`src/design/sdram_pkg.sv`:
```
package sdram_pkg;

  typedef logic [31:0] addr_t;
  typedef logic [31:0] data_t;
  typedef logic [3:0]  strb_t;
  typedef logic [15:0] lane_t;
  typedef logic [12:0] row_t;
  typedef logic [8:0]  col_t;
  typedef logic [1:0]  bank_t;
  typedef logic [1:0]  dqm_t;        // one mask bit per byte of a lane
  typedef logic [15:0] cycle_cnt_t;

  // byte address split
  localparam int COL_LSB    = 2;
  localparam int BANK_LSB   = 11;
  localparam int ROW_LSB    = 13;
  localparam int WINDOW_LSB = 26;    // everything from here up must be zero

  // {ras, cas, we}, all active low on the pins
  typedef enum logic [2:0] {
    cmd_load_mode     = 3'b000,
    cmd_refresh       = 3'b001,
    cmd_precharge_all = 3'b010,
    cmd_active        = 3'b011,
    cmd_write         = 3'b100,
    cmd_read          = 3'b101,
    cmd_nop           = 3'b111
  } sdram_cmd_e;

  typedef enum logic [3:0] {
    st_init_wait,
    st_init_precharge,
    st_init_refresh,
    st_init_mode,
    st_idle,
    st_refresh,
    st_activate,
    st_rw,
    st_done_wait
  } engine_state_e;

  typedef struct packed {
    logic  valid;
    logic  write;
    addr_t addr;
    data_t wdata;
    strb_t strb;
  } mem_req_s;

  typedef struct packed {
    logic  accept;
    logic  ack;
    data_t rdata;
  } mem_rsp_s;

  typedef struct packed {
    logic       cke;
    logic       cs;
    sdram_cmd_e cmd;
    row_t       addr;
    bank_t      ba;
  } pin_cmd_s;

  typedef struct packed {
    lane_t dout;
    lane_t updout;
    dqm_t  dqm;
    dqm_t  updqm;
    logic  en;
  } wr_lane_s;

endpackage

```
`src/design/sdram_dq_path.sv`:
```
`timescale 1ns/100ps

module sdram_dq_path #(
  parameter int CAS_LATENCY = 2
) (
  input  logic                 clock_i,
  input  logic                 reset_i,
  input  sdram_pkg::wr_lane_s  wr_i,
  input  logic                 rd_strobe_i,
  input  sdram_pkg::lane_t     dq_i,
  input  sdram_pkg::lane_t     updq_i,
  output sdram_pkg::lane_t     dout_o,
  output sdram_pkg::lane_t     updout_o,
  output logic                 dout_en_o,
  output sdram_pkg::dqm_t      dqm_o,
  output sdram_pkg::dqm_t      updqm_o,
  output logic                 rd_valid_o,
  output sdram_pkg::data_t     rd_data_o
);

  // one bit per cycle since the read command, so reads may overlap
  logic [CAS_LATENCY:0] rd_pipe_q;
  sdram_pkg::lane_t     dq_q;
  sdram_pkg::lane_t     updq_q;

  always_ff @(posedge clock_i) begin
    if (reset_i) begin
      dout_en_o <= 1'b0;
      dqm_o     <= '0;
      updqm_o   <= '0;
      rd_pipe_q <= '0;
    end else begin
      dout_en_o <= wr_i.en;
      dqm_o     <= wr_i.en ? wr_i.dqm : '0;   // reads want every byte
      updqm_o   <= wr_i.en ? wr_i.updqm : '0;
      rd_pipe_q <= {rd_pipe_q[CAS_LATENCY-1:0], rd_strobe_i};
    end
  end

  always_ff @(posedge clock_i) begin
    dout_o   <= wr_i.dout;
    updout_o <= wr_i.updout;
    dq_q     <= dq_i;    // input register, the extra cycle
    updq_q   <= updq_i;
  end

  assign rd_valid_o = rd_pipe_q[CAS_LATENCY];
  assign rd_data_o  = {updq_q, dq_q};

endmodule

```
`config.mk`:
```
export PLATFORM = sky130hd
export DESIGN_NAME = sdram_dq_path
export DESIGN_NICKNAME = d
export VERILOG_FILES = /design/src/design/sdram_pkg.sv /design/src/design/sdram_dq_path.sv
export SDC_FILE = /design/constraint.sdc
export NUM_CORES = 1
export LEC_CHECK = 0
export BUFFER_PORTS_ARGS = -buffer_cell sky130_fd_sc_hd__buf_2
export CAP_MARGIN = 20
export CORE_ASPECT_RATIO = 0.6
export CORE_MARGIN = 5
export CORE_UTILIZATION = 30
export DETAILED_ROUTE_END_ITERATION = 12
export PLACE_DENSITY = 0.68
export SLEW_MARGIN = 30
export SYNTH_ARGS = -nofsm -noshare
export SYNTH_HDL_FRONTEND = slang
export SYNTH_SLANG_ARGS = --single-unit
```
`constraint.sdc`:
```
create_clock -name clock_i -period 1.7 [get_ports clock_i]
set_input_delay 0.255 -clock clock_i [delete_from_list [all_inputs] [get_ports clock_i]]
set_output_delay 0.255 -clock clock_i [all_outputs]
set_load 0.01 [all_outputs]
```
[Word level (Yosys, flattened, before mapping)]
Cells that the tools add are included.
Storage, ports and cells
  register bits: 72
  latch bits: 0
  memory bits (writable): 0
  bits in read-only memories: 0
  bits of input ports: 72
  output and inout port bits: 70
  logic and storage cells: 10
  memories: 0
Cells by class
  add/subtract/negate cells: 0
  multipliers: 0
  divide/modulo/power cells: 0
  magnitude comparators: 0
  eq/ne operators: 0
  shifts and indexed selects: 0
  muxes and demuxes: 0
  bitwise logic cells: 1
  reduce and logical (&&, ||, !) cells: 1
Operators with widths (number)
  $reduce_or 2->1: 1
  $not 1->1: 1

[Longest topological paths before layout]
  word-level depth: 2
  mapped depth: 1
  gate-level depth less buffers: 1

[Worst setup path after synthesis]
Ideal clock, no wire load.
  kind: reg2out
  from: register dout_en_o
  to: output port dout_en_o
  data arrival time: 0.331 ns
  data required time: 1.445 ns
  setup slack: 1.114 ns
  cell stages (with the launch flop): 1
  path buffers: 0
  cells stage by stage: dfxtp_1
RTL lines
  start, declared: line sdram_dq_path.sv:14  | output logic dout_en_o,
  start signal, assigned: line sdram_dq_path.sv:33  | dout_en_o <= wr_i.en;
No word-level cell between the ends.

[Worst setup path after layout]
  from: register dq_q[3]
  to: output port rd_data_o[3]
RTL lines
  start, declared: line sdram_dq_path.sv:23  | sdram_pkg::lane_t dq_q;
  start signal, assigned: line sdram_dq_path.sv:43  | dq_q <= dq_i;
  end, declared: line sdram_dq_path.sv:18  | output sdram_pkg::data_t rd_data_o
No word-level cell between the ends.

==> summary.md <==
| Metric | Value |
|---|---|
| Status | finished, final reports clean |
| Largest family of logic cells by synthesized area | simple AND/OR/NAND/NOR gates |
| Top post-synthesis cells by area | dfxtp_1, and3b_2, and2b_2 |
| Most common cell after layout, fill and taps aside | buf_2 |
| Most frequent cells in the layout | buf_2, dfxtp_1, dlygate4sd3_1, clkbuf_8 |
| Synthesized Nets | 152 |
| Clock Path Buffers | 2 |
| # IOs | 142 |
| Hold EP | updout_o[4] |
| Detail Route Antenna Nets | 0 |
| Library cells used by synthesis | 3 |
| Worst-Skew Late Latency | 0.32 ns |
| Row Count | 20 |
| Tot Pwr | 3376 uW |
| Full die area | 0.006623 mm^2 |
| Core box area | 0.004980 mm^2 |
| Hold path cells | 1 |
| YS warnings | 0 |
| Initial Util | 30.45% |
| Synth-to-layout area growth | 86.06% |
| DP Area | 0.002305 mm^2 |
| Slowest-stage cell, CP | dfxtp_1 |
| Arrival @ worst endpoint | 0.80 ns |
| Via Count | 1,283 |
| Share of layout cells above drive strength 1 | 60.97% |
| Cell Pwr Density | 1197 mW/mm^2 |
| TritonCTS clock tree | yes |
| DP Wirelength | 3302 um |
| Initial antenna violation count | 0 |
| Vias in the first global route | 1,371 |
| Setup violators final | 0 |
| R2R depth | 1 |
| Final Instance Area | 0.002821 mm^2 |
| WL per Instance | 14.00 um |
| Maximum number of pins on one net before global-route repair | 14 |
| Worst setup EP type | primary output |
| First-pass GRT wire length | 6637 um |
| Post-synth top area share | 95.05% |
| Synth Area in Adders | 0% |
| Worst IR Drop VDD | 668.8 uV |
| Post-synthesis mux area share | 0% |
| Capture point of the worst reg-to-reg path | rd_pipe_q[2] |
| Die H | 65.07 um |
| Total congestion overflow | 0 |
| Crit path max-delay family | flip-flops |
| Compound-gate portion of the synthesized area | 0% |
| Clock skew | 0.002403 ns |
| Slew HR | 92.74% |
| Post-Synth XOR/XNOR Area | 0% |
| Max stage delay on crit path | 0.34 ns |
| Final GP Congestion | 0.6899 |
| Post CTS Setup Buffer Count | 0 |
| Crit path buf inv count | 1 |
| Least-Margin Pin Slew | 0.1089 ns |
| Simple-gate share of the synthesized area | 4.950% |
| PortBufs | 141 |
| Fill cells | 418 |
| FF+latch count, synth | 72 |
| DR iter-0 viols | 26 |
| NumNets Final | 336 |
| Seq/Total Area, Yosys | 95.05% |
| Final wirelength | 4690 um |
| Mean Syn Cell Area | 18.96 um^2 |
| Hold Path Origin | wr_i[9] |
| Synthesized instance count | 80 |
| Crit-path max FO | 1 |
| Fmax | 0.9448 GHz |
| Worst reg2reg setup slack | 1.13 ns |
| TritonCTS buffer count | 9 |
| TNS Setup | 0 ns |
| Max Cap Viol | 0 |
| Vias per cell | 3.830 |
| Clock sink count | 72 |
| Top cell type by total area after synthesis | dfxtp_1 |
| Final period utilization | 62.26% |
| Cells along the critical path | buf_2 |
| Cell area after synthesis | 0.001516 mm^2 |
| Worst r2r src | rd_pipe_q[1] |
| RSZ-0062 raised after global routing | false |
| WP data required | 1.44 ns |
| DR DRC count | 0 |
| Hold WC Path Type | input pin to flop |
| Hold Vio Cnt, Final | 0 |
| Slew Viols, Final | 0 |
| LEAKAGE | 0.001446 uW |
| CP Launch Type | flop |
| Total GRT Usage | 13.93% |
| Clk slew on worst S/H paths | 0.08 ns |
| Root Driver | clkbuf_8 |
| WS Path Type | flop to primary output |
| H-tree depth | 3 |
| Minimum clock period | 1.058 ns |
| DRT Pass-1 Iters | 4 |
| Die width | 101.8 um |
| Ant. Diodes | 0 |
## routing by layer
| layer | up-vias | track usage (%) | wire length, um |
|---|---|---|---|
| met2 | 66 | 22.56 | 2437 |
| met4 | 0 | 5.638 | 51 |
| met1 | 595 | 12.92 | 1540 |
| met3 | 4 | 11.29 | 661 |
| li1 | 618 | - | - |
| met5 | - | 0 | 0 |
## area by class of cell
type                    count  area (um^2)  area share [%]
clock buffers              10        127.6           4.523
repair buffers            173         1026           36.36
well taps                  66        82.58           2.927
flip-flops and latches     72         1441           51.09
clock inverters             6        68.82           2.439
multi-input cells           8        75.07           2.661
## synth_stat cells, drive strengths merged
cell,number
dfxtp,72
and3b,4
and2b,4
## sequential cells by signal, summed over array words and instances (netlist names)
name / flops
updq_q: 16
dout_en_o: 1
rd_pipe_q: 3
dout_o: 16
dqm_o: 2
updout_o: 16
updqm_o: 2
dq_q: 16
## metrics by stage
stage               hold WS, ns  util (%)  worst slack, ns  std cells
floorplan                0.2827         -            1.114         80
global placement         0.3571     46.28           0.9803        287
detailed placement       0.3586     46.28           0.9609        287
CTS                   0.0004361     52.24           0.6223        313
global route          -0.004921     56.66           0.5874        335
finish                  0.02608     56.66           0.6415        335
## report_power, final
group | switching, uW | internal, uW
combinational | 117 | 167
clock | 612 | 686
sequential | 20.3 | 1770
## logic make-up (layout without fill, tap and decap cells)
kind of cell / Yosys count / in the layout
flip-flops: 72 / 72
AND/OR/NAND/NOR: 8 / 8
buffers and inverters: 0 / 189
## how the worst max path moves through the flow
stage | end | startpoint | slack (ns) | cells past startpoint
floorplan | dout_en_o | dout_en_o | 1.11 | 0
finish | rd_data_o[3] | dq_q[3] | 0.64 | 1
global route | updout_o[10] | updout_o[10] | 0.59 | 1
CTS | dout_o[10] | dout_o[10] | 0.62 | 1
detailed placement | updqm_o[0] | reset_i | 0.96 | 2
global placement | rd_pipe_q[0] | reset_i | 0.98 | 2
## repair_timing
| item | 4_1_cts | 5_1_grt |
|---|---|---|
| resized for setup | 0 | 0 |
| endpoints found under the hold margin | 10 | 22 |
| hold buffers | 10 | 22 |
No activity file was read; power rests on OpenSTA's default activity.
