==> src/design/sdram_pkg.sv <==
package sdram_pkg;

  typedef logic [31:0] addr_t;
  typedef logic [31:0] data_t;
  typedef logic [3:0]  strb_t;
  typedef logic [15:0] lane_t;
  typedef logic [12:0] row_t;
  typedef logic [8:0]  col_t;
  typedef logic [1:0]  bank_t;
  typedef logic [1:0]  dqm_t;        // one mask bit per byte of a lane
  typedef logic [15:0] cycle_cnt_t;

  // byte address split
  localparam int COL_LSB    = 2;
  localparam int BANK_LSB   = 11;
  localparam int ROW_LSB    = 13;
  localparam int WINDOW_LSB = 26;    // everything from here up must be zero

  // {ras, cas, we}, all active low on the pins
  typedef enum logic [2:0] {
    cmd_load_mode     = 3'b000,
    cmd_refresh       = 3'b001,
    cmd_precharge_all = 3'b010,
    cmd_active        = 3'b011,
    cmd_write         = 3'b100,
    cmd_read          = 3'b101,
    cmd_nop           = 3'b111
  } sdram_cmd_e;

  typedef enum logic [3:0] {
    st_init_wait,
    st_init_precharge,
    st_init_refresh,
    st_init_mode,
    st_idle,
    st_refresh,
    st_activate,
    st_rw,
    st_done_wait
  } engine_state_e;

  typedef struct packed {
    logic  valid;
    logic  write;
    addr_t addr;
    data_t wdata;
    strb_t strb;
  } mem_req_s;

  typedef struct packed {
    logic  accept;
    logic  ack;
    data_t rdata;
  } mem_rsp_s;

  typedef struct packed {
    logic       cke;
    logic       cs;
    sdram_cmd_e cmd;
    row_t       addr;
    bank_t      ba;
  } pin_cmd_s;

  typedef struct packed {
    lane_t dout;
    lane_t updout;
    dqm_t  dqm;
    dqm_t  updqm;
    logic  en;
  } wr_lane_s;

endpackage

==> src/design/sdram_apb_bridge.sv <==
`timescale 1ns/100ps

module sdram_apb_bridge (
  input  logic                 clock_i,
  input  logic                 reset_i,
  input  sdram_pkg::addr_t     paddr_i,
  input  logic                 psel_i,
  input  logic                 penable_i,
  input  logic [2:0]           pprot_i,     // protection attributes not used
  input  logic                 pwrite_i,
  input  sdram_pkg::data_t     pwdata_i,
  input  sdram_pkg::strb_t     pstrb_i,
  output logic                 pready_o,
  output sdram_pkg::data_t     prdata_o,
  output logic                 pslverr_o,
  output sdram_pkg::mem_req_s  req_o,
  input  sdram_pkg::mem_rsp_s  rsp_i
);

  typedef enum logic [1:0] {
    idle,
    wait_accept,
    wait_ack
  } bridge_state_e;

  bridge_state_e state_q;
  logic          err_q;
  logic          setup;
  logic          in_window;

  assign setup     = psel_i && !penable_i;
  assign in_window = (paddr_i >> sdram_pkg::WINDOW_LSB) == '0;

  // APB keeps address and data stable until pready, so they pass straight on
  assign req_o.valid = (state_q == idle && setup && in_window) || state_q == wait_accept;
  assign req_o.write = pwrite_i;
  assign req_o.addr  = paddr_i;
  assign req_o.wdata = pwdata_i;
  assign req_o.strb  = pstrb_i;

  assign pready_o  = (state_q == wait_ack) && (err_q || rsp_i.ack);
  assign pslverr_o = (state_q == wait_ack) && err_q;
  assign prdata_o  = rsp_i.rdata;

  always_ff @(posedge clock_i) begin
    if (reset_i) begin
      state_q <= idle;
      err_q   <= 1'b0;
    end else begin
      case (state_q)
        idle: begin
          if (setup) begin
            if (!in_window) begin
              err_q   <= 1'b1;          // answered in the access phase
              state_q <= wait_ack;
            end else if (rsp_i.accept) begin
              state_q <= wait_ack;
            end else begin
              state_q <= wait_accept;
            end
          end
        end
        wait_accept: begin
          if (rsp_i.accept) state_q <= wait_ack;
        end
        wait_ack: begin
          if (pready_o) begin
            err_q   <= 1'b0;
            state_q <= idle;
          end
        end
        default: state_q <= idle;
      endcase
    end
  end

endmodule

==> config.mk <==
export PLATFORM = sky130hd
export DESIGN_NAME = sdram_apb_bridge
export DESIGN_NICKNAME = d
export VERILOG_FILES = /design/src/design/sdram_pkg.sv /design/src/design/sdram_apb_bridge.sv
export SDC_FILE = /design/constraint.sdc
export NUM_CORES = 1
export LEC_CHECK = 0
export BUFFER_PORTS_ARGS = -buffer_cell sky130_fd_sc_hd__buf_4
export CAP_MARGIN = 5
export CORE_AREA = 2 2 83 85
export DETAILED_ROUTE_END_ITERATION = 10
export DIE_AREA = 0 0 85 87
export GPL_TIMING_DRIVEN = 0
export HOLD_SLACK_MARGIN = 0.15
export PLACE_DENSITY_LB_ADDON = 0.3
export REMOVE_ABC_BUFFERS = 1
export SYNTH_ARGS = -nofsm -noshare
export SYNTH_HDL_FRONTEND = slang
export SYNTH_SLANG_ARGS = --single-unit
==> constraint.sdc <==
create_clock -name clock_i -period 1.3 [get_ports clock_i]
set_clock_uncertainty 0.15 [all_clocks]
set_input_delay 0.325 -clock clock_i [delete_from_list [all_inputs] [get_ports clock_i]]
set_output_delay 0.325 -clock clock_i [all_outputs]
set_load 0.1 [all_outputs]
# Yosys cells after proc, flatten, opt, wreduce, memory -nomap -nowiden
# Index checks and enable logic that the tools add are counted.
classes:
  reduce_logical: 13
  n_eq_ne: 6
  n_mux: 10
ops:
  columns: ["operator", "n"]
  rows:
  - ["$logic_not A32 Y1", 1]
  - ["$mux W2", 5]
  - ["$ne A2 B2 Y1 const B", 4]
  - ["$pmux W2 S3", 1]
  - ["$logic_and A1 B1 Y1", 5]
  - ["$reduce_and A4 Y1", 1]
  - ["$mux W1", 3]
  - ["$reduce_and A3 Y1", 1]
  - ["$eq A2 B1 Y1 const B", 1]
  - ["$eq A2 B2 Y1 const B", 1]
  - ["$logic_not A2 Y1", 1]
  - ["$logic_or A1 B1 Y1", 2]
  - ["$pmux W1 S2", 1]
  - ["$reduce_bool A2 Y1", 1]
  - ["$logic_not A1 Y1", 1]
word_totals:
  register_bits: 3
  word_cells: 31
  out_inout_bits: 104

# Longest topological paths before layout
depth:
  word_depth: 5
  ltp_mapped: 4
  depth_no_buf: 3

# Worst setup path before layout
# No wires, ideal clock.
synth_path:
  path_type: "input port to output port"
  from: "input port paddr_i[29]"
  to: "output port req_o[69] (netlist bit)"
  path_stages: 3
  slack_ns: -1.173
  path_buffers: 0
  t_arrival_ns: 1.998
  path_cell_list: "nor4_4 a31oi_1 nor2_1"
synth_lines:
  columns: ["element", "line", "text"]
  rows:
  - ["from (decl)", "sdram_apb_bridge.sv:6", "input sdram_pkg::addr_t paddr_i,"]
  - ["to (decl)", "sdram_apb_bridge.sv:16", "output sdram_pkg::mem_req_s req_o,"]

==> run summary <==
### Setup path
* in -> out — type of the worst setup path
* primary output — crit path capture type
* 2 — combined buffer and inverter count along the critical path
* 280 ps — max incr delay on CP
* sky130_fd_sc_hd__nor4_4 — critical path's slowest cell
* 1210 ps — worst endpoint data arrival time
* buf_8, nor4_4, a31oi_1, nor2_1, buf_6 — crit path cell chain
* 820 ps — required time reported for the critical path endpoint
* simple AND/OR/NAND/NOR gates — top cell family by delay on the critical path
* -200 ps — reg-to-reg setup timing slack
* primary input — startpoint type of the worst setup path
* 2 — worst-path maximum fanout

### STA
* 130% — final period utilization
* 1690 ps — min cycle time layout
* 0 — fin. max-slew vios
* 274 ps — worst-margin pin slew
* 5 — final count of negative-setup-slack endpoints
* 81.7% — Max-slew headroom
* 0.593 GHz — Fmax
* true — setup repair after global routing missed its margin
* -386 ps — minimum setup slack in the final design
* 149 ps — worst hold-check slack
* 0 — hold violation total from the final report

### Synth
* sky130_fd_sc_hd__dfxtp_1 — Top FF cell, synth
* 7.82 um2 — Post-Syn Area per Cell
* 0% — share of cell area taken by muxes after synthesis
* buffers and inverters — main combinational cell family by area after synthesis
* 3 — post-synthesis register bit count
* 9.77% — simple-gate share of the synthesized area
* 5.86% — fraction of the yosys area taken by sequential cells
* 0% — Post-Synth XOR/XNOR Area
* 131 — Post-Syn Instances
* 0 — number of enable-type register cells in the synthesized netlist
* 0% — share of flip-flops with an asynchronous set or reset
* 0 — Synth warnings
* 0% — adder and majority gate portion of the synthesized area
* 8.55% — compound-cell area share of the yosys netlist
* 1020 um2 — Synth Cell Area
* 21 — Cell variety after synth

### Floorplan
* 15.6% — starting density of the core
* 214 — num ports
* 7400 um2 — total die area
* 6570 um2 — placeable core region
* 85 um — horizontal die dimension
* 87 um — vertical die dimension
* 30 — std cell rows

### Detailed routing
* 25 — number of violations reported at the end of detailed-routing iteration 0
* 0 — Remaining DRCs
* 4.16 — ratio of routed vias to standard cells
* 2 — drt pass-1 iters
* 10100 um — wire length after detailed routing
* 0 — post-route ant nets
* 71.8 um — DR WL/cell
* 586 — total number of vias

### CTS
* 210 ps — Clk Latency, worst-skew pair
* 30 ps — clock transition at the register clock pins on the worst setup and hold paths after CTS
* 2 — maximum buffer depth of the clock tree
* 1 — number of H-tree levels
* sky130_fd_sc_hd__clkbuf_8 — buffer type at the clock tree root
* 3 — CTS Sinks
* yes — TritonCTS clock tree
* 3 — cts bufs inserted

### GRT
* 26.2% — global-route usage over all layers
* 585 — via count of the first global-routing pass
* 0 — aggregate global routing overflow
* 0 — antenna violations before repair
* 11400 um — global-route wire length before repair
* 7 — maximum number of pins on one net before global-route repair

### Layout
* sky130_fd_sc_hd__buf_4 (18), sky130_fd_sc_hd__buf_6 (6), sky130_fd_sc_hd__nor2_1 (4) — highest-count cells in the layout ignoring fill and taps
* 701 um2 — Design Area, Final
* -31.6% — Layout Area Growth over Synthesis
* 746 — count of fill cells added during filler insertion
* 0 — ant diodes
* sky130_fd_sc_hd__buf_4 — most common cell after layout, fill and taps aside
* 10.7% — utilization after layout
* 172 — NumNets Final
* 70.5% — layout cell share with drive strength beyond 1

### Worst hold path
* in -> reg — path class of the lowest-slack min-delay path

### Pwr
* 844 nW/um2 — total power density per cell area
* 0.258 nW — P_leak
* 0.000434 V — maximum vdd drop

### Run status
* negative setup slack — violations in the final reports
* complete, but fails checks — status

### Placed design
* 505 um2 — Placed Instance Area
* 9810 um — placed wire-length estimate
* 0.860 — routability congestion estimate from global placement
* 20 — PortBufs

### Flow run
* 0 — max cap viols

## synthesized netlist by cell type (2+ instances only)
cell type	number	area (um2)
sky130_fd_sc_hd__buf_4	101	758
sky130_fd_sc_hd__nor2_1	7	26.3
sky130_fd_sc_hd__dfxtp_1	3	60.1
sky130_fd_sc_hd__inv_1	2	7.51
sky130_fd_sc_hd__nand2_1	2	7.51
## registers in the layout, summed over array words and instances, names as in the netlist
| register | cells |
|---|---|
| state_q | 2 |
| err_q | 1 |
## path summary, 6_finish.rpt
path	start	endpoint	cells after the start
max	paddr_i[29]	req_o[69]	5
min	rsp_i[33]	state_q[0]	2
max reg2reg	state_q[0]	state_q[1]	5
min reg2reg	err_q	err_q	2
## cell families after synthesis
family | count (synthesis)
buf+inv | 104
simple gates | 15
compound gates | 9
flops | 3
## what timing repair did
item,CTS,global route
pin swaps,8,6
hold buffers,1,0
buffers inserted,7,1
resized for setup,23,3
endpoints found under the hold margin,2,0
endpoints found under the setup margin,6,6
## per-layer routing
metal	share of wire, %	up-vias	track usage, %
met5	0	-	0
met4	2.8	0	6.35
met3	29	22	37.1
met2	64	191	59.7
met1	4.8	199	2.94
li1	-	174	-
## metrics by stage
step / TNS [ps] / power [mW] / setup WS, ps / cells
floorplan: -3310 / 0.154 / -1170 / 29
CTS: -1120 / 0.598 / -404 / 141
finish: -1130 / 0.592 / -386 / 141
global route: -1450 / 0.621 / -434 / 141
global placement: -1670 / 0.290 / -484 / 129
detailed placement: -1560 / 0.289 / -502 / 129
## power by group
group | total (mW) | internal, mW | leakage [nW] | switching (mW)
clock | 0.266 | 0.209 | 0.0228 | 0.0576
combinational | 0.222 | 0.0819 | 0.208 | 0.140
sequential | 0.103 | 0.0958 | 0.0264 | 0.00727
## layout make-up
class	instances	area [um2]	share of cell area (%)
Sequential cell	3	68.8	9.82
Clock buffer	4	45.0	6.43
Timing Repair Buffer	28	268	38.2
Multi-Input combinational cell	24	211	30.2
Inverter	2	7.51	1.07
Tap cell	80	100	14.3
Power figures use the tool's default switching activity.
