### src/design/sdram_pkg.sv
package sdram_pkg;

  typedef logic [31:0] addr_t;
  typedef logic [31:0] data_t;
  typedef logic [3:0]  strb_t;
  typedef logic [15:0] lane_t;
  typedef logic [12:0] row_t;
  typedef logic [8:0]  col_t;
  typedef logic [1:0]  bank_t;
  typedef logic [1:0]  dqm_t;        // one mask bit per byte of a lane
  typedef logic [15:0] cycle_cnt_t;

  // byte address split
  localparam int COL_LSB    = 2;
  localparam int BANK_LSB   = 11;
  localparam int ROW_LSB    = 13;
  localparam int WINDOW_LSB = 26;    // everything from here up must be zero

  // {ras, cas, we}, all active low on the pins
  typedef enum logic [2:0] {
    cmd_load_mode     = 3'b000,
    cmd_refresh       = 3'b001,
    cmd_precharge_all = 3'b010,
    cmd_active        = 3'b011,
    cmd_write         = 3'b100,
    cmd_read          = 3'b101,
    cmd_nop           = 3'b111
  } sdram_cmd_e;

  typedef enum logic [3:0] {
    st_init_wait,
    st_init_precharge,
    st_init_refresh,
    st_init_mode,
    st_idle,
    st_refresh,
    st_activate,
    st_rw,
    st_done_wait
  } engine_state_e;

  typedef struct packed {
    logic  valid;
    logic  write;
    addr_t addr;
    data_t wdata;
    strb_t strb;
  } mem_req_s;

  typedef struct packed {
    logic  accept;
    logic  ack;
    data_t rdata;
  } mem_rsp_s;

  typedef struct packed {
    logic       cke;
    logic       cs;
    sdram_cmd_e cmd;
    row_t       addr;
    bank_t      ba;
  } pin_cmd_s;

  typedef struct packed {
    lane_t dout;
    lane_t updout;
    dqm_t  dqm;
    dqm_t  updqm;
    logic  en;
  } wr_lane_s;

endpackage

### src/design/sdram_cmd_engine.sv
`timescale 1ns/100ps

module sdram_cmd_engine #(
  parameter int T_RCD          = 2,
  parameter int T_RP           = 2,
  parameter int T_RFC          = 7,
  parameter int CAS_LATENCY    = 2,
  parameter int REFRESH_CYCLES = 780,
  parameter int INIT_CYCLES    = 200
) (
  input  logic                 clock_i,
  input  logic                 reset_i,
  input  sdram_pkg::mem_req_s  req_i,
  output sdram_pkg::mem_rsp_s  rsp_o,
  output sdram_pkg::pin_cmd_s  pin_o,
  output sdram_pkg::wr_lane_s  wr_o,
  output logic                 rd_strobe_o,
  input  logic                 rd_valid_i,
  input  sdram_pkg::data_t     rd_data_i
);

  localparam int T_MRD = 2;
  // longest access that can start just before the refresh falls due
  localparam int REF_MARGIN = T_RCD + CAS_LATENCY + T_RP + 8;
  localparam int REF_LIMIT  = REFRESH_CYCLES - REF_MARGIN;
  // burst length 1, sequential, CAS latency in A6..A4
  localparam sdram_pkg::row_t MODE_WORD    = {6'b000000, 3'(CAS_LATENCY), 4'b0000};
  localparam sdram_pkg::row_t A10_ONLY     = 13'h0400;

  sdram_pkg::engine_state_e state_q, state_d;
  sdram_pkg::cycle_cnt_t    cnt_q, cnt_d;
  sdram_pkg::cycle_cnt_t    ref_cnt_q;
  sdram_pkg::pin_cmd_s      pin_q, pin_d;
  logic                     init_ref_q, init_ref_d;
  logic                     rd_strobe_q, rd_strobe_d;
  logic                     ack_q, ack_d;
  logic                     accept;
  logic                     ref_due;
  logic                     ref_issue;

  sdram_pkg::row_t  req_row;
  sdram_pkg::bank_t req_bank;
  sdram_pkg::col_t  req_col;

  logic             write_q;
  sdram_pkg::bank_t bank_q;
  sdram_pkg::col_t  col_q;
  sdram_pkg::data_t wdata_q;
  sdram_pkg::strb_t strb_q;
  sdram_pkg::data_t rdata_q;

  assign req_row  = sdram_pkg::row_t'(req_i.addr >> sdram_pkg::ROW_LSB);
  assign req_bank = sdram_pkg::bank_t'(req_i.addr >> sdram_pkg::BANK_LSB);
  assign req_col  = sdram_pkg::col_t'(req_i.addr >> sdram_pkg::COL_LSB);

  assign ref_due = ref_cnt_q >= sdram_pkg::cycle_cnt_t'(REF_LIMIT);

  always_comb begin
    state_d     = state_q;
    cnt_d       = (cnt_q != '0) ? cnt_q - 1'b1 : cnt_q;
    init_ref_d  = init_ref_q;
    pin_d       = '{cke: 1'b1, cs: 1'b0, cmd: sdram_pkg::cmd_nop, addr: '0, ba: '0};
    rd_strobe_d = 1'b0;
    ack_d       = 1'b0;
    accept      = 1'b0;
    ref_issue   = 1'b0;
    wr_o        = '{dout: wdata_q[15:0], updout: wdata_q[31:16],
                    dqm: ~strb_q[1:0], updqm: ~strb_q[3:2], en: 1'b0};

    case (state_q)
      sdram_pkg::st_init_wait: begin
        pin_d.cke = 1'b0;
        if (cnt_q == '0) begin
          pin_d.cke  = 1'b1;
          pin_d.cmd  = sdram_pkg::cmd_precharge_all;
          pin_d.addr = A10_ONLY;
          cnt_d      = sdram_pkg::cycle_cnt_t'(T_RP - 1);
          state_d    = sdram_pkg::st_init_precharge;
        end
      end
      sdram_pkg::st_init_precharge: begin
        if (cnt_q == '0) begin
          pin_d.cmd  = sdram_pkg::cmd_refresh;
          ref_issue  = 1'b1;
          init_ref_d = 1'b0;
          cnt_d      = sdram_pkg::cycle_cnt_t'(T_RFC - 1);
          state_d    = sdram_pkg::st_init_refresh;
        end
      end
      sdram_pkg::st_init_refresh: begin
        if (cnt_q == '0 && !init_ref_q) begin
          pin_d.cmd  = sdram_pkg::cmd_refresh;   // second of the two
          ref_issue  = 1'b1;
          init_ref_d = 1'b1;
          cnt_d      = sdram_pkg::cycle_cnt_t'(T_RFC - 1);
        end else if (cnt_q == '0) begin
          pin_d.cmd  = sdram_pkg::cmd_load_mode;
          pin_d.addr = MODE_WORD;
          cnt_d      = sdram_pkg::cycle_cnt_t'(T_MRD - 1);
          state_d    = sdram_pkg::st_init_mode;
        end
      end
      sdram_pkg::st_init_mode: begin
        if (cnt_q == '0) state_d = sdram_pkg::st_idle;
      end
      sdram_pkg::st_idle: begin
        if (ref_due) begin               // refresh wins over a waiting request
          pin_d.cmd = sdram_pkg::cmd_refresh;
          ref_issue = 1'b1;
          cnt_d     = sdram_pkg::cycle_cnt_t'(T_RFC - 1);
          state_d   = sdram_pkg::st_refresh;
        end else if (req_i.valid) begin
          accept     = 1'b1;
          pin_d.cmd  = sdram_pkg::cmd_active;
          pin_d.addr = req_row;
          pin_d.ba   = req_bank;
          cnt_d      = sdram_pkg::cycle_cnt_t'(T_RCD - 1);
          state_d    = sdram_pkg::st_activate;
        end
      end
      sdram_pkg::st_refresh: begin
        if (cnt_q == '0) state_d = sdram_pkg::st_idle;
      end
      sdram_pkg::st_activate: begin
        if (cnt_q == '0) begin
          pin_d.addr = {2'b00, 1'b1, 1'b0, col_q};  // A10 high, auto-precharge
          pin_d.ba   = bank_q;
          if (write_q) begin
            pin_d.cmd = sdram_pkg::cmd_write;
            wr_o.en   = 1'b1;            // data path registers it with the command
          end else begin
            pin_d.cmd   = sdram_pkg::cmd_read;
            rd_strobe_d = 1'b1;
          end
          state_d = sdram_pkg::st_rw;
        end
      end
      sdram_pkg::st_rw: begin
        if (write_q) begin
          ack_d   = 1'b1;
          cnt_d   = sdram_pkg::cycle_cnt_t'(T_RP);  // one extra cycle for write recovery
          state_d = sdram_pkg::st_done_wait;
        end else if (rd_valid_i) begin
          ack_d   = 1'b1;
          cnt_d   = sdram_pkg::cycle_cnt_t'(T_RP - 1);
          state_d = sdram_pkg::st_done_wait;
        end
      end
      sdram_pkg::st_done_wait: begin
        if (cnt_q == '0) state_d = sdram_pkg::st_idle;
      end
      default: state_d = sdram_pkg::st_idle;
    endcase
  end

  always_ff @(posedge clock_i) begin
    if (reset_i) begin
      state_q     <= sdram_pkg::st_init_wait;
      cnt_q       <= sdram_pkg::cycle_cnt_t'(INIT_CYCLES - 1);
      ref_cnt_q   <= '0;
      init_ref_q  <= 1'b0;
      pin_q       <= '{cke: 1'b0, cs: 1'b1, cmd: sdram_pkg::cmd_nop, addr: '0, ba: '0};
      rd_strobe_q <= 1'b0;
      ack_q       <= 1'b0;
    end else begin
      state_q     <= state_d;
      cnt_q       <= cnt_d;
      init_ref_q  <= init_ref_d;
      pin_q       <= pin_d;
      rd_strobe_q <= rd_strobe_d;
      ack_q       <= ack_d;
      if (ref_issue) ref_cnt_q <= '0;
      else if (!ref_due) ref_cnt_q <= ref_cnt_q + 1'b1;
    end
  end

  always_ff @(posedge clock_i) begin
    if (accept) begin
      write_q <= req_i.write;
      bank_q  <= req_bank;
      col_q   <= req_col;
      wdata_q <= req_i.wdata;
      strb_q  <= req_i.strb;
    end
    if (rd_valid_i) rdata_q <= rd_data_i;
  end

  assign rsp_o       = '{accept: accept, ack: ack_q, rdata: rdata_q};
  assign pin_o       = pin_q;
  assign rd_strobe_o = rd_strobe_q;

endmodule

### config.mk
export PLATFORM = sky130hd
export DESIGN_NAME = sdram_cmd_engine
export DESIGN_NICKNAME = d
export VERILOG_FILES = /design/src/design/sdram_pkg.sv /design/src/design/sdram_cmd_engine.sv
export SDC_FILE = /design/constraint.sdc
export NUM_CORES = 1
export LEC_CHECK = 0
export BUFFER_PORTS_ARGS = -buffer_cell sky130_fd_sc_hd__buf_2
export CAP_MARGIN = 20
export CORE_MARGIN = 4
export CORE_UTILIZATION = 49
export DETAILED_ROUTE_END_ITERATION = 8
export PLACE_DENSITY = 0.76
export SKIP_LAST_GASP = 1
export SYNTH_ARGS = -nofsm -noshare
export SYNTH_HDL_FRONTEND = slang
export SYNTH_SLANG_ARGS = --single-unit
### constraint.sdc
create_clock -name clock_i -period 8.05 [get_ports clock_i]
set_clock_uncertainty 0.2 [all_clocks]
set_input_delay 0.4025 -clock clock_i [delete_from_list [all_inputs] [get_ports clock_i]]
set_output_delay 0.4025 -clock clock_i [all_outputs]
set_load 0.01 [all_outputs]
== Word-level counts from Yosys, hierarchy flattened ==
Cells that the tools add are included.

* Add/subtract/negate cells: 2
* Order comparisons: 1
* Reduce and logical (&&, ||, !) cells: 12
* Bitwise operators: 5
* Eq/ne operators: 17
* Muxes and demuxes: 51

{| class="wikitable"
|+ Operators by type and width
! kind !! number
|-
| 2-to-1 mux 16 bit || 10
|-
| case mux 16 bit (5 select lines) || 1
|-
| case mux 13 bit (4 select lines) || 1
|-
| 2-to-1 mux 4 bit || 10
|-
| 2-to-1 mux 18 bit || 2
|-
| case mux 4 bit (7 select lines) || 1
|-
| 2-to-1 mux 19 bit || 1
|-
| adder 16 x 1 -> 16 bit (second input constant) || 1
|-
| == test 4 x 3 -> 1 bit (second input constant) || 4
|-
| greater-or-equal comparator 16 x 10 -> 1 bit (second input constant) || 1
|-
| zero test 16 bit || 1
|-
| 2-to-1 mux 1 bit || 16
|-
| nonzero test 16 bit || 1
|-
| subtractor 16 x 1 -> 16 bit (second input constant) || 1
|-
| 2-to-1 mux 15 bit || 1
|-
| case mux 3 bit (5 select lines) || 1
|-
| 2-to-1 mux 13 bit || 1
|-
| != test 2 bit (second input constant) || 6
|-
| 2-to-1 mux 3 bit || 3
|-
| == test 4 x 2 -> 1 bit (second input constant) || 2
|-
| AND reduction 8 bit || 1
|-
| != test 3 bit (second input constant) || 2
|-
| OR reduction 3 bit || 2
|-
| == test 4 x 1 -> 1 bit (second input constant) || 1
|-
| 13 further kinds || 17
|}

* Flip-flop bits (word level): 139
* Input bits: 105
* Output and inout port bits: 92
* Logic and storage cells: 105

== Logic depth before layout (Yosys ltp) ==
Gate-level depths: netlist of the first run.

* Depth after elaboration: 5
* Depth in mapped cells: 11
* Gate-level depth less buffers: 11

== Least setup slack after synthesis of the first run ==
Ideal clock, no wire load.

* Path type: register to output
* From: register state_q[3]
* To: output rsp_o[33] (netlist bit)
* Data required time: 7448 ps
* Buffers on the path: 3
* Arrival: 2482 ps
* Setup slack: 4966 ps
* Cell stages (with the launch flop): 7
* Cells stage by stage: dfxtp_1 clkbuf_1 nor4b_2 nand2_1 nor3_1 buf_2 buf_4

* Longest elaborated chain between the ends: 2

{| class="wikitable"
|+ RTL lines
! element !! line !! text
|-
| start, declared || sdram_cmd_engine.sv:30 || <nowiki>sdram_pkg::engine_state_e state_q, state_d;</nowiki>
|-
| start signal, assigned || sdram_cmd_engine.sv:158 || <nowiki>state_q <= sdram_pkg::st_init_wait;</nowiki>
|-
| start signal, assigned || sdram_cmd_engine.sv:166 || <nowiki>state_q <= state_d;</nowiki>
|-
| == test 4 x 3 -> 1 bit || sdram_cmd_engine.sv:70 || <nowiki>case (state_q)</nowiki>
|-
| 2-to-1 mux 1 bit || sdram_cmd_engine.sv:70 ||
|-
| end, declared || sdram_cmd_engine.sv:14 || <nowiki>output sdram_pkg::mem_rsp_s rsp_o,</nowiki>
|}

No other way between the ends.

==> results of run 1 <==
[through the flow]
stage,util,power (mW),std cells
detailed placement,0.607,0.955,728
finish,0.752,1.75,854
global placement,0.607,0.949,728
floorplan,-,0.894,420
global route,0.752,1.81,854
CTS,0.751,1.73,853
[final cells by class]
| cell class | count | area [um^2] | share of cell area |
|---|---|---|---|
| flip-flops and latches | 139 | 3580 | 0.458 |
| clock inverters | 12 | 139 | 0.0177 |
| well taps | 136 | 170 | 0.0217 |
| inverters | 13 | 48.8 | 0.00623 |
| repair buffers | 286 | 1910 | 0.244 |
| multi-input cells | 248 | 1550 | 0.198 |
| clock buffers | 19 | 422 | 0.0539 |
| diodes | 1 | 2.50 | 0.000320 |
[per-layer routing]
metal,vias up,share of wire
li1,2100,-
met1,2236,0.33
met2,283,0.54
met3,70,0.070
met4,0,0.053
met5,-,0
[layout by cell type, fill, tap and decap left out, types with 11 or more instances in the layout]
cell type / Yosys / layout
nand2_1: 22 / 22
edfxtp_1: 80 / 80
xnor2_1: 11 / 11
inv_1: 13 / 13
dlygate4sd3_1: 0 / 94
nor3_1: 19 / 18
dfxtp_1: 59 / 59
nor2_1: 49 / 49
buf_2: 3 / 188
xor2_1: 12 / 12
clkbuf_16: 0 / 16
[sequential cells by signal (all words and copies together), names as in the netlist]
| name | cells |
|---|---|
| rd_strobe_o | 1 |
| bank_q | 2 |
| state_q | 4 |
| strb_q | 4 |
| col_q | 9 |
| pin_o | 20 |
| cnt_q | 16 |
| write_q | 1 |
| rdata_q | 32 |
| ref_cnt_q | 16 |
| init_ref_q | 1 |
| ack_q | 1 |
| wdata_q | 32 |
[where the power goes]
group | switching [mW] | total (mW) | internal (mW)
Clock | 0.316 | 0.759 | 0.443
Sequential | 0.0265 | 0.803 | 0.777
Combinational | 0.0905 | 0.184 | 0.0936
Total | 0.433 | 1.75 | 1.31
[worst max path at each step]
stage	slack (ps)	start	end
after floorplan	4970	state_q[3]$_SDFFE_PP0P_	rsp_o[33]
after global placement	5190	cnt_q[0]$_SDFF_PP1_	state_q[0]$_SDFFE_PP0P_
after detailed placement	5090	cnt_q[11]$_SDFF_PP0_	cnt_q[0]$_SDFF_PP1_
after CTS	4650	state_q[2]$_SDFFE_PP0P_	rsp_o[33]
after global routing	4400	state_q[2]$_SDFFE_PP0P_	rsp_o[33]
final	4570	state_q[2]$_SDFFE_PP0P_	rsp_o[33]
[timing repair]
item                                    in CTS  in global routing
hold buffers                                94                  0
gates resized for setup                      0                  0
hold endpoints to repair                    96                  0
endpoints found under the setup margin       0                  0
[cells by family (layout without fill, tap and decap cells)]
logic type,Yosys count,in the layout,synth area share
buffers and inverters,33,330,0.0270
AOI/OAI and AO/OA,58,58,0.0740
and+or+nand+nor,160,160,0.165
muxes,2,2,0.00474
other,0,1,0
adders and majority gates,5,5,0.0119
xor gates and xnor gates,23,23,0.0382
DFF,139,139,0.679
[worst max-delay path: stages, from the launching register on]
cell	delay, ps
dfxtp_1	670
nor4b_2	490
nand2_1	130
nor3_2	110
buf_4	640
buf_2	260
==> flow_metrics.py, run 1 <==
metrics = {
    "status": {
        "status": "complete, no violations",
    },
    "critical_path": {
        "required_ps": 7450,
        "path_class": "reg2out",
        "r2r-end": "cnt_q[0]$_SDFF_PP1_",
        "cp_data_arrival_time_ps": 2870,
        "endpoint_kind": "output port",
        "reg2reg_slack_ps": 4860,
        "cp_max_fo": 65,
        "r2r-start": "cnt_q[11]$_SDFF_PP0_",
        "ff2ff_path_depth": 9,
        "startpoint_type": "flip-flop",
    },
    "cts": {
        "cts_tree": "built",
        "clk_path_buf_depth": 2,
        "clock_latency_ps": 530,
        "clockRootBuffer": "clkbuf_8",
        "postCtsSetupRepairBufs": 0,
        "cts.sinks": 139,
        "cts_buffers": 17,
        "path_clk_slew_ps": 60,
        "h-tree-depth": 4,
    },
    "cells_and_area": {
        "n_fill_cell": 643,
        "drive_gt1_frac": 0.325,
        "layout.nets": 815,
        "fin_area_mm2": 0.00783,
        "area_growth_pct": 48.5,
    },
    "global_route": {
        "track_usage": 0.286,
        "use_met3": 0.0668,
        "antenna_found_initial": 1,
        "grt_util_met1": 0.297,
        "grt_pass1_wl_um": 27200,
        "grt-ovfl-total": 0,
        "grt.busiest_layer": "met2",
        "grt_pass1_vias": 4830,
        "met2_usage": 0.526,
        "grt_max_degree": 66,
    },
    "drt": {
        "routedWlPerCell_um": 20.9,
        "viasPerCell": 5.49,
        "dr.pass1.iters": 7,
        "drc": 0,
        "drt_iter0_markers": 624,
        "drt_wl_total_um": 17800,
        "dr_total_vias": 4689,
        "ant_nets": 0,
    },
    "yosys": {
        "synth_edf_count": 80,
        "ys_seq_elements": 139,
        "syn_avg_cell_area_um2": 12.6,
        "synthTopCellsByArea": "edfxtp_1 46%, dfxtp_1 22%, nor2_1 3.5%, xor2_1 2.0%, xnor2_1 1.8%",
        "synth_top_cell_area_share": 0.456,
        "ys.flop_type": "edfxtp_1",
        "synth_commonest_cells": "80 x edfxtp_1, 59 x dfxtp_1, 49 x nor2_1",
        "synth_top_area_cell": "edfxtp_1",
        "synth_cells": 420,
        "async_flop_share": 0,
        "synth_most_common_cell": "edfxtp_1",
        "synth-seq-area-share": 0.679,
        "synth_fp_nets": 530,
        "yosysUniqueCellTypes": 57,
        "syn_area_mm2": 0.00527,
        "yosys_warnings": 0,
    },
    "timing": {
        "finalCritPeriodShare": 0.432,
        "hold_viol": 0,
        "rsz0062_at_grt": "no",
        "fin_ws_ps": 4570,
        "finalMaxSlewViolations": 0,
        "relSlewSlack": 0.237,
        "max_freq_ghz": 0.288,
        "fin_setup_tns_ps": 0,
        "setup_viol": 0,
        "min_period_ps": 3480,
        "worst_pin_slew_ps": 1130,
        "hold_slack_ps": 98.4,
    },
    "placement": {
        "gp_congestion": 0.912,
        "port_buffers": 188,
        "pre_cts_ws_ps": 5090,
        "dpl_cell_area_mm2": 0.00633,
        "dp.final_hpwl_um": 9730,
    },
    "floorplan": {
        "start_util": 0.506,
        "die_h_um": 112,
        "die-area_mm2": 0.0125,
        "num_rows": 37,
        "dieWidth_um": 112,
        "core_mm2": 0.0104,
        "io_pins": 197,
    },
    "power": {
        "p_per_area_mw_per_mm2": 223,
        "peakVddDrop_mv": 0.168,
        "p_leak_nw": 3.21,
    },
    "hold_path": {
        "holdCritPathClass": "in2reg",
        "hold_end": "cnt_q[2]$_SDFF_PP1_",
        "min_from": "req_i[69]",
        "hold_depth": 4,
    },
    "job": {
        "max_cap_violations": 0,
    },
}
Power figures use the tool's default switching activity.
==> run 2: changes to the inputs <==
- CORE_UTILIZATION: 49 -> 44
- PLACE_DENSITY: 0.76 -> 0.72
- clock period: 8.05 -> 2.8 ns (I/O delays scaled with it)
==> run 2 against run 1 <==
Effect of this change:
- core utilization is 5.9 points lower
- die area is 11% higher
- critical path depth stayed put
- critical endpoint unchanged
==> flow_metrics.py, run 2 (synthesized netlist as in run 1, its figures left out) <==
metrics = {
    "status": {
        "status": "complete, no violations",
    },
    "placement": {
        "gp_congestion": 0.895,
        "dp_cells": 748,
        "dp.final_hpwl_um": 9610,
        "port_buffers": 188,
    },
    "floorplan": {
        "dieWidth_um": 117,
        "start_util": 0.456,
        "io_pins": 197,
        "num_rows": 39,
        "die-area_mm2": 0.0138,
        "core_mm2": 0.0116,
        "die_h_um": 117,
    },
    "drt": {
        "met1_length_um": 5920,
        "top_layer": "met4",
        "viasPerCell": 5.28,
        "ant_nets": 0,
        "dr.pass1.iters": 6,
        "drt_iter0_markers": 435,
        "drt_wl_total_um": 17000,
        "dr_wl_met2_um": 9280,
        "routedWlPerCell_um": 19.3,
        "drc": 0,
        "met3_wirelength_um": 1050,
        "dr_total_vias": 4638,
    },
    "power": {
        "total_power_mw": 5.09,
        "p_leak_nw": 3.30,
        "p_comb_frac": 0.106,
        "p_clk_frac": 0.441,
        "netSwitchingFraction": 0.232,
        "seqPwrFrac": 0.453,
        "p_per_area_mw_per_mm2": 635,
        "power.internal_mw": 3.91,
        "peakVddDrop_mv": 0.556,
        "p_sw_mw": 1.18,
    },
    "cts": {
        "clk_path_buf_depth": 2,
        "path_clk_slew_ps": 60,
        "cts_tree": "built",
        "clock_latency_ps": 420,
        "h-tree-depth": 4,
        "clockRootBuffer": "clkbuf_16",
        "postCtsSetupRepairBufs": 0,
        "cts.sinks": 139,
        "cts_buffers": 17,
    },
    "job": {
        "max_cap_violations": 0,
    },
    "global_route": {
        "grt_pass1_wl_um": 25800,
        "track_usage": 0.242,
        "grt_max_degree": 66,
        "antenna_found_initial": 2,
        "grt-ovfl-total": 0,
        "grt_pass1_vias": 4850,
    },
    "cells_and_area": {
        "fin_cells": 878,
        "layout_commonest_cell": "buf_2",
        "seqCellArea_mm2": 0.00358,
        "drive_gt1_frac": 0.340,
        "area_growth_pct": 51.9,
        "multi_input_area_mm2": 0.00157,
        "final_core_util": 0.693,
        "n_fill_cell": 757,
        "layout.cells.most_common_list": "188 x buf_2, 96 x dlygate4sd3_1, 80 x edfxtp_1",
        "layout.nets": 830,
    },
    "critical_path": {
        "r2r-end": "state_q[0]$_SDFFE_PP0P_",
        "ff2ff_path_depth": 7,
        "startpoint_type": "flip-flop",
        "r2r-start": "cnt_q[0]$_SDFF_PP1_",
        "path_class": "reg2out",
        "cp_max_fo": 65,
        "reg2reg_slack_ps": 130,
        "cp_data_arrival_time_ps": 2340,
        "endpoint_kind": "output port",
        "required_ps": 2460,
    },
    "timing": {
        "min_period_ps": 2680,
        "hold_viol": 0,
        "setup_viol": 0,
        "rsz0062_at_grt": "yes",
        "max_freq_ghz": 0.373,
        "worst_pin_slew_ps": 600,
        "finalCritPeriodShare": 0.958,
        "relSlewSlack": 0.600,
        "finalMaxSlewViolations": 0,
    },
    "hold_path": {
        "hold_end": "strb_q[0]$_DFFE_PP_",
        "min_from": "req_i[0]",
        "hold_depth": 2,
        "holdCritPathClass": "in2reg",
    },
}
## run 2: cell types whose count changed in the layout (fill, tap and decap cells not counted), moves of 2 or more
cell and delta:
buf_4 +12, dlygate4sd3_1 +2, clkinv_2 +2, inv_6 -3
## run 2: power by group through the flow
stage / registers, mW / clock network, mW / logic (mW)
3_5_place_dp: 2.34 / 0 / 0.409
4_1_cts: 2.30 / 2.25 / 0.519
3_3_place_gp: 2.34 / 0 / 0.399
2_1_floorplan: 2.33 / 0 / 0.236
5_1_grt: 2.31 / 2.37 / 0.582
6_report: 2.30 / 2.25 / 0.539
## run 2: final cells by class
| class | count | area share |
|---|---|---|
| tap | 143 | 0.0223 |
| antenna | 2 | 0.000625 |
| clock buffer | 20 | 0.0545 |
| timing repair buffer | 301 | 0.255 |
| sequential | 139 | 0.447 |
| inverter | 13 | 0.00609 |
| clock inverter | 12 | 0.0186 |
| multi-input combinational | 248 | 0.196 |
## run 2: per-stage QoR
stage | setup TNS [ps] | area [um^2] | worst slack [ps] | hold slack (ps)
after detailed placement | 0 | 6440 | 173 | 118
final | 0 | 8010 | 118 | 235
after global routing | -63.9 | 8010 | -63.3 | 222
after CTS | 0 | 7990 | 39.6 | 213
after global placement | 0 | 6440 | 247 | 117
after floorplan | 0 | 5280 | 233 | -32.3
## run 2: worst max-delay path, stage by stage (launching register included)
cell	delay, ps
dfxtp_1	670
nor4b_4	390
nand2_1	120
nor3_2	200
buf_12	340
buf_2	200
## run 2: worst max path at each step
| stage | start | to | cells after the start |
|---|---|---|---|
| 2_1_floorplan | state_q[3]$_SDFFE_PP0P_ | bank_q[0]$_DFFE_PP_ | 5 |
| 4_1_cts | state_q[2]$_SDFFE_PP0P_ | rsp_o[33] | 5 |
| 3_3_place_gp | cnt_q[0]$_SDFF_PP1_ | state_q[0]$_SDFFE_PP0P_ | 7 |
| 5_1_grt | state_q[2]$_SDFFE_PP0P_ | rsp_o[33] | 5 |
| 3_5_place_dp | cnt_q[0]$_SDFF_PP1_ | state_q[0]$_SDFFE_PP0P_ | 7 |
| 6_report | state_q[2]$_SDFFE_PP0P_ | rsp_o[33] | 5 |
## run 2: metal layers
| layer | up-vias | GRT usage |
|---|---|---|
| met5 | - | 0 |
| li1 | 2131 | - |
| met3 | 48 | 0.0783 |
| met1 | 2226 | 0.244 |
| met2 | 233 | 0.440 |
| met4 | 0 | 0.136 |
## run 2: what timing repair did
| action | CTS | global route |
|---|---|---|
| gates resized for setup | 0 | 5 |
| setup endpoints to repair | 0 | 3 |
| hold buffers | 96 | 0 |
| hold endpoints to repair | 104 | 0 |
==> run 3: changes to the inputs <==
- BUFFER_PORTS_ARGS: -buffer_cell sky130_fd_sc_hd__buf_2 -> -buffer_cell sky130_fd_sc_hd__clkbuf_2
- CAP_MARGIN: 20 -> 0
==> run 3 against run 2 <==
Effect of this change:
- register-to-register slack improved by 50 ps
- sequential share of layout area grew 0.056 points
- core utilization down 0.087 points
- setup slack improved by 5.4 ps
- final cell count shrank 0.34%
- power is essentially flat
- first-iteration DRC count up 13%
- worst hold slack worse by 200 ps
- largest power group unchanged
- highest routed layer unchanged
==> flow_metrics.py, run 3 (synthesized netlist as in run 1, its figures left out) <==
metrics = {
    "critical_path": {
        "critPathSlowestCell": "dfxtp_1",
        "path_delay_family": "simple AND/OR/NAND/NOR gates",
        "required_ps": 2460,
        "cpPeakStageDelay_ps": 650,
        "cp_max_fo": 65,
        "startpoint_type": "flip-flop",
        "endpoint_kind": "output port",
        "path_class": "reg2out",
        "path_buf_inv": 2,
        "cp_cell_sequence": "nor4b_4 > nand2_1 > nor3_2 > buf_12 > clkbuf_2",
        "cp_data_arrival_time_ps": 2340,
    },
    "cts": {
        "postCtsSetupRepairBufs": 0,
        "cts_tree": "built",
        "cts_buffers": 17,
        "path_clk_slew_ps": 60,
        "clock_latency_ps": 420,
        "clockRootBuffer": "clkbuf_16",
        "h-tree-depth": 4,
        "cts.sinks": 139,
        "clk_path_buf_depth": 2,
    },
    "global_route": {
        "antenna_found_initial": 1,
        "grt_pass1_wl_um": 26300,
        "track_usage": 0.244,
        "grt_max_degree": 66,
        "grt_pass1_vias": 4844,
        "grt-ovfl-total": 0,
    },
    "cells_and_area": {
        "n_fill_cell": 780,
        "final_core_util": 0.692,
        "drive_gt1_frac": 0.339,
        "area_growth_pct": 51.7,
        "layout.cells.most_common_list": "188 x clkbuf_2, 95 x dlygate4sd3_1, 80 x edfxtp_1",
        "layout_commonest_cell": "clkbuf_2",
        "layout.nets": 828,
    },
    "timing": {
        "worst_pin_slew_ps": 709,
        "finalCritPeriodShare": 0.956,
        "fin_ws_ps": 123,
        "min_period_ps": 2680,
        "relSlewSlack": 0.527,
        "rsz0062_at_grt": "yes",
        "finalMaxSlewViolations": 0,
        "hold_viol": 0,
        "max_freq_ghz": 0.374,
        "setup_viol": 0,
    },
    "status": {
        "status": "complete, no violations",
    },
    "power": {
        "p_per_area_mw_per_mm2": 636,
        "peakVddDrop_mv": 0.460,
        "p_leak_nw": 3.32,
        "total_power_mw": 5.09,
    },
    "drt": {
        "drc": 0,
        "drt_iter0_markers": 491,
        "dr.pass1.iters": 6,
        "ant_nets": 0,
        "dr_total_vias": 4606,
        "viasPerCell": 5.26,
        "routedWlPerCell_um": 19.0,
        "drt_wl_total_um": 16600,
    },
    "floorplan": {
        "core_mm2": 0.0116,
        "die_h_um": 117,
        "die-area_mm2": 0.0138,
        "num_rows": 39,
        "io_pins": 197,
        "dieWidth_um": 117,
        "start_util": 0.456,
    },
    "job": {
        "max_cap_violations": 0,
    },
    "placement": {
        "gp_congestion": 0.927,
        "port_buffers": 188,
        "pre_cts_ws_ps": 180,
        "dp.final_hpwl_um": 9670,
    },
    "hold_path": {
        "holdCritPathClass": "in2reg",
    },
}
[run 3: cell count changes in the layout (fill, tap and decap cells not counted), sizes merged]
cell,delta
buf,-189
clkbuf,+188
bufinv,-1
inv,+2
dlygate4sd3,-1
diode,-1
clkinv,+1
clkinvlp,-2
[run 3: worst paths after layout]
path                                      to  cells after the start                  startpoint  slack (ps)
setup reg to reg     state_q[0]$_SDFFE_PP0P_                      7         cnt_q[0]$_SDFF_PP1_         180
hold / removal           cnt_q[2]$_SDFF_PP1_                      4                   req_i[69]          30
hold reg to reg   ref_cnt_q[13]$_SDFFE_PP0N_                      1  ref_cnt_q[13]$_SDFFE_PP0N_         260
setup / recovery                   rsp_o[33]                      5     state_q[2]$_SDFFE_PP0P_         120
[run 3: area by class of cell]
type / instances / area (um^2) / share of cell area
antenna: 1 / 2.50 / 0.000313
clock inverter: 12 / 138 / 0.0172
clock buffer: 20 / 447 / 0.0558
timing repair buffer: 299 / 2020 / 0.253
inverter: 13 / 48.8 / 0.00610
tap: 143 / 179 / 0.0224
sequential: 139 / 3580 / 0.448
multi-input combinational: 248 / 1580 / 0.197
[run 3: layer usage]
metal / vias up / global-route usage / routed length, um
li1: 2123 / - / -
met1: 2206 / 0.260 / 5810
met2: 235 / 0.447 / 9150
met3: 42 / 0.0697 / 1140
met4: 0 / 0.114 / 524
met5: - / 0 / 0
[run 3: worst min-delay path, cell delays in order]
cell	delay (ps)
clkbuf_2	130
nor2_1	50
nor2_1	140
o211ai_1	130
[run 3: timing repair]
item,CTS,global route
pin swaps,0,0
cloned,0,0
endpoints found under the hold margin,101,0
endpoints found under the setup margin,1,4
hold buffers,95,0
gates resized for setup,1,4
[run 3: power breakdown]
part	internal [mW]	total, mW	switching (mW)
Sequential	2.23	2.31	0.0780
Clock	1.34	2.25	0.906
Combinational	0.271	0.524	0.253
Total	3.85	5.09	1.24
[run 3: through the flow]
stage	area (um^2)	setup TNS, ps	instances	hold slack [ps]
5_1_grt	8000	-59.8	875	96.3
3_5_place_dp	6440	0	747	119
6_report	8000	0	875	34.5
4_1_cts	7970	0	874	34.1
2_1_floorplan	5280	0	420	-32.3
3_3_place_gp	6440	0	747	117
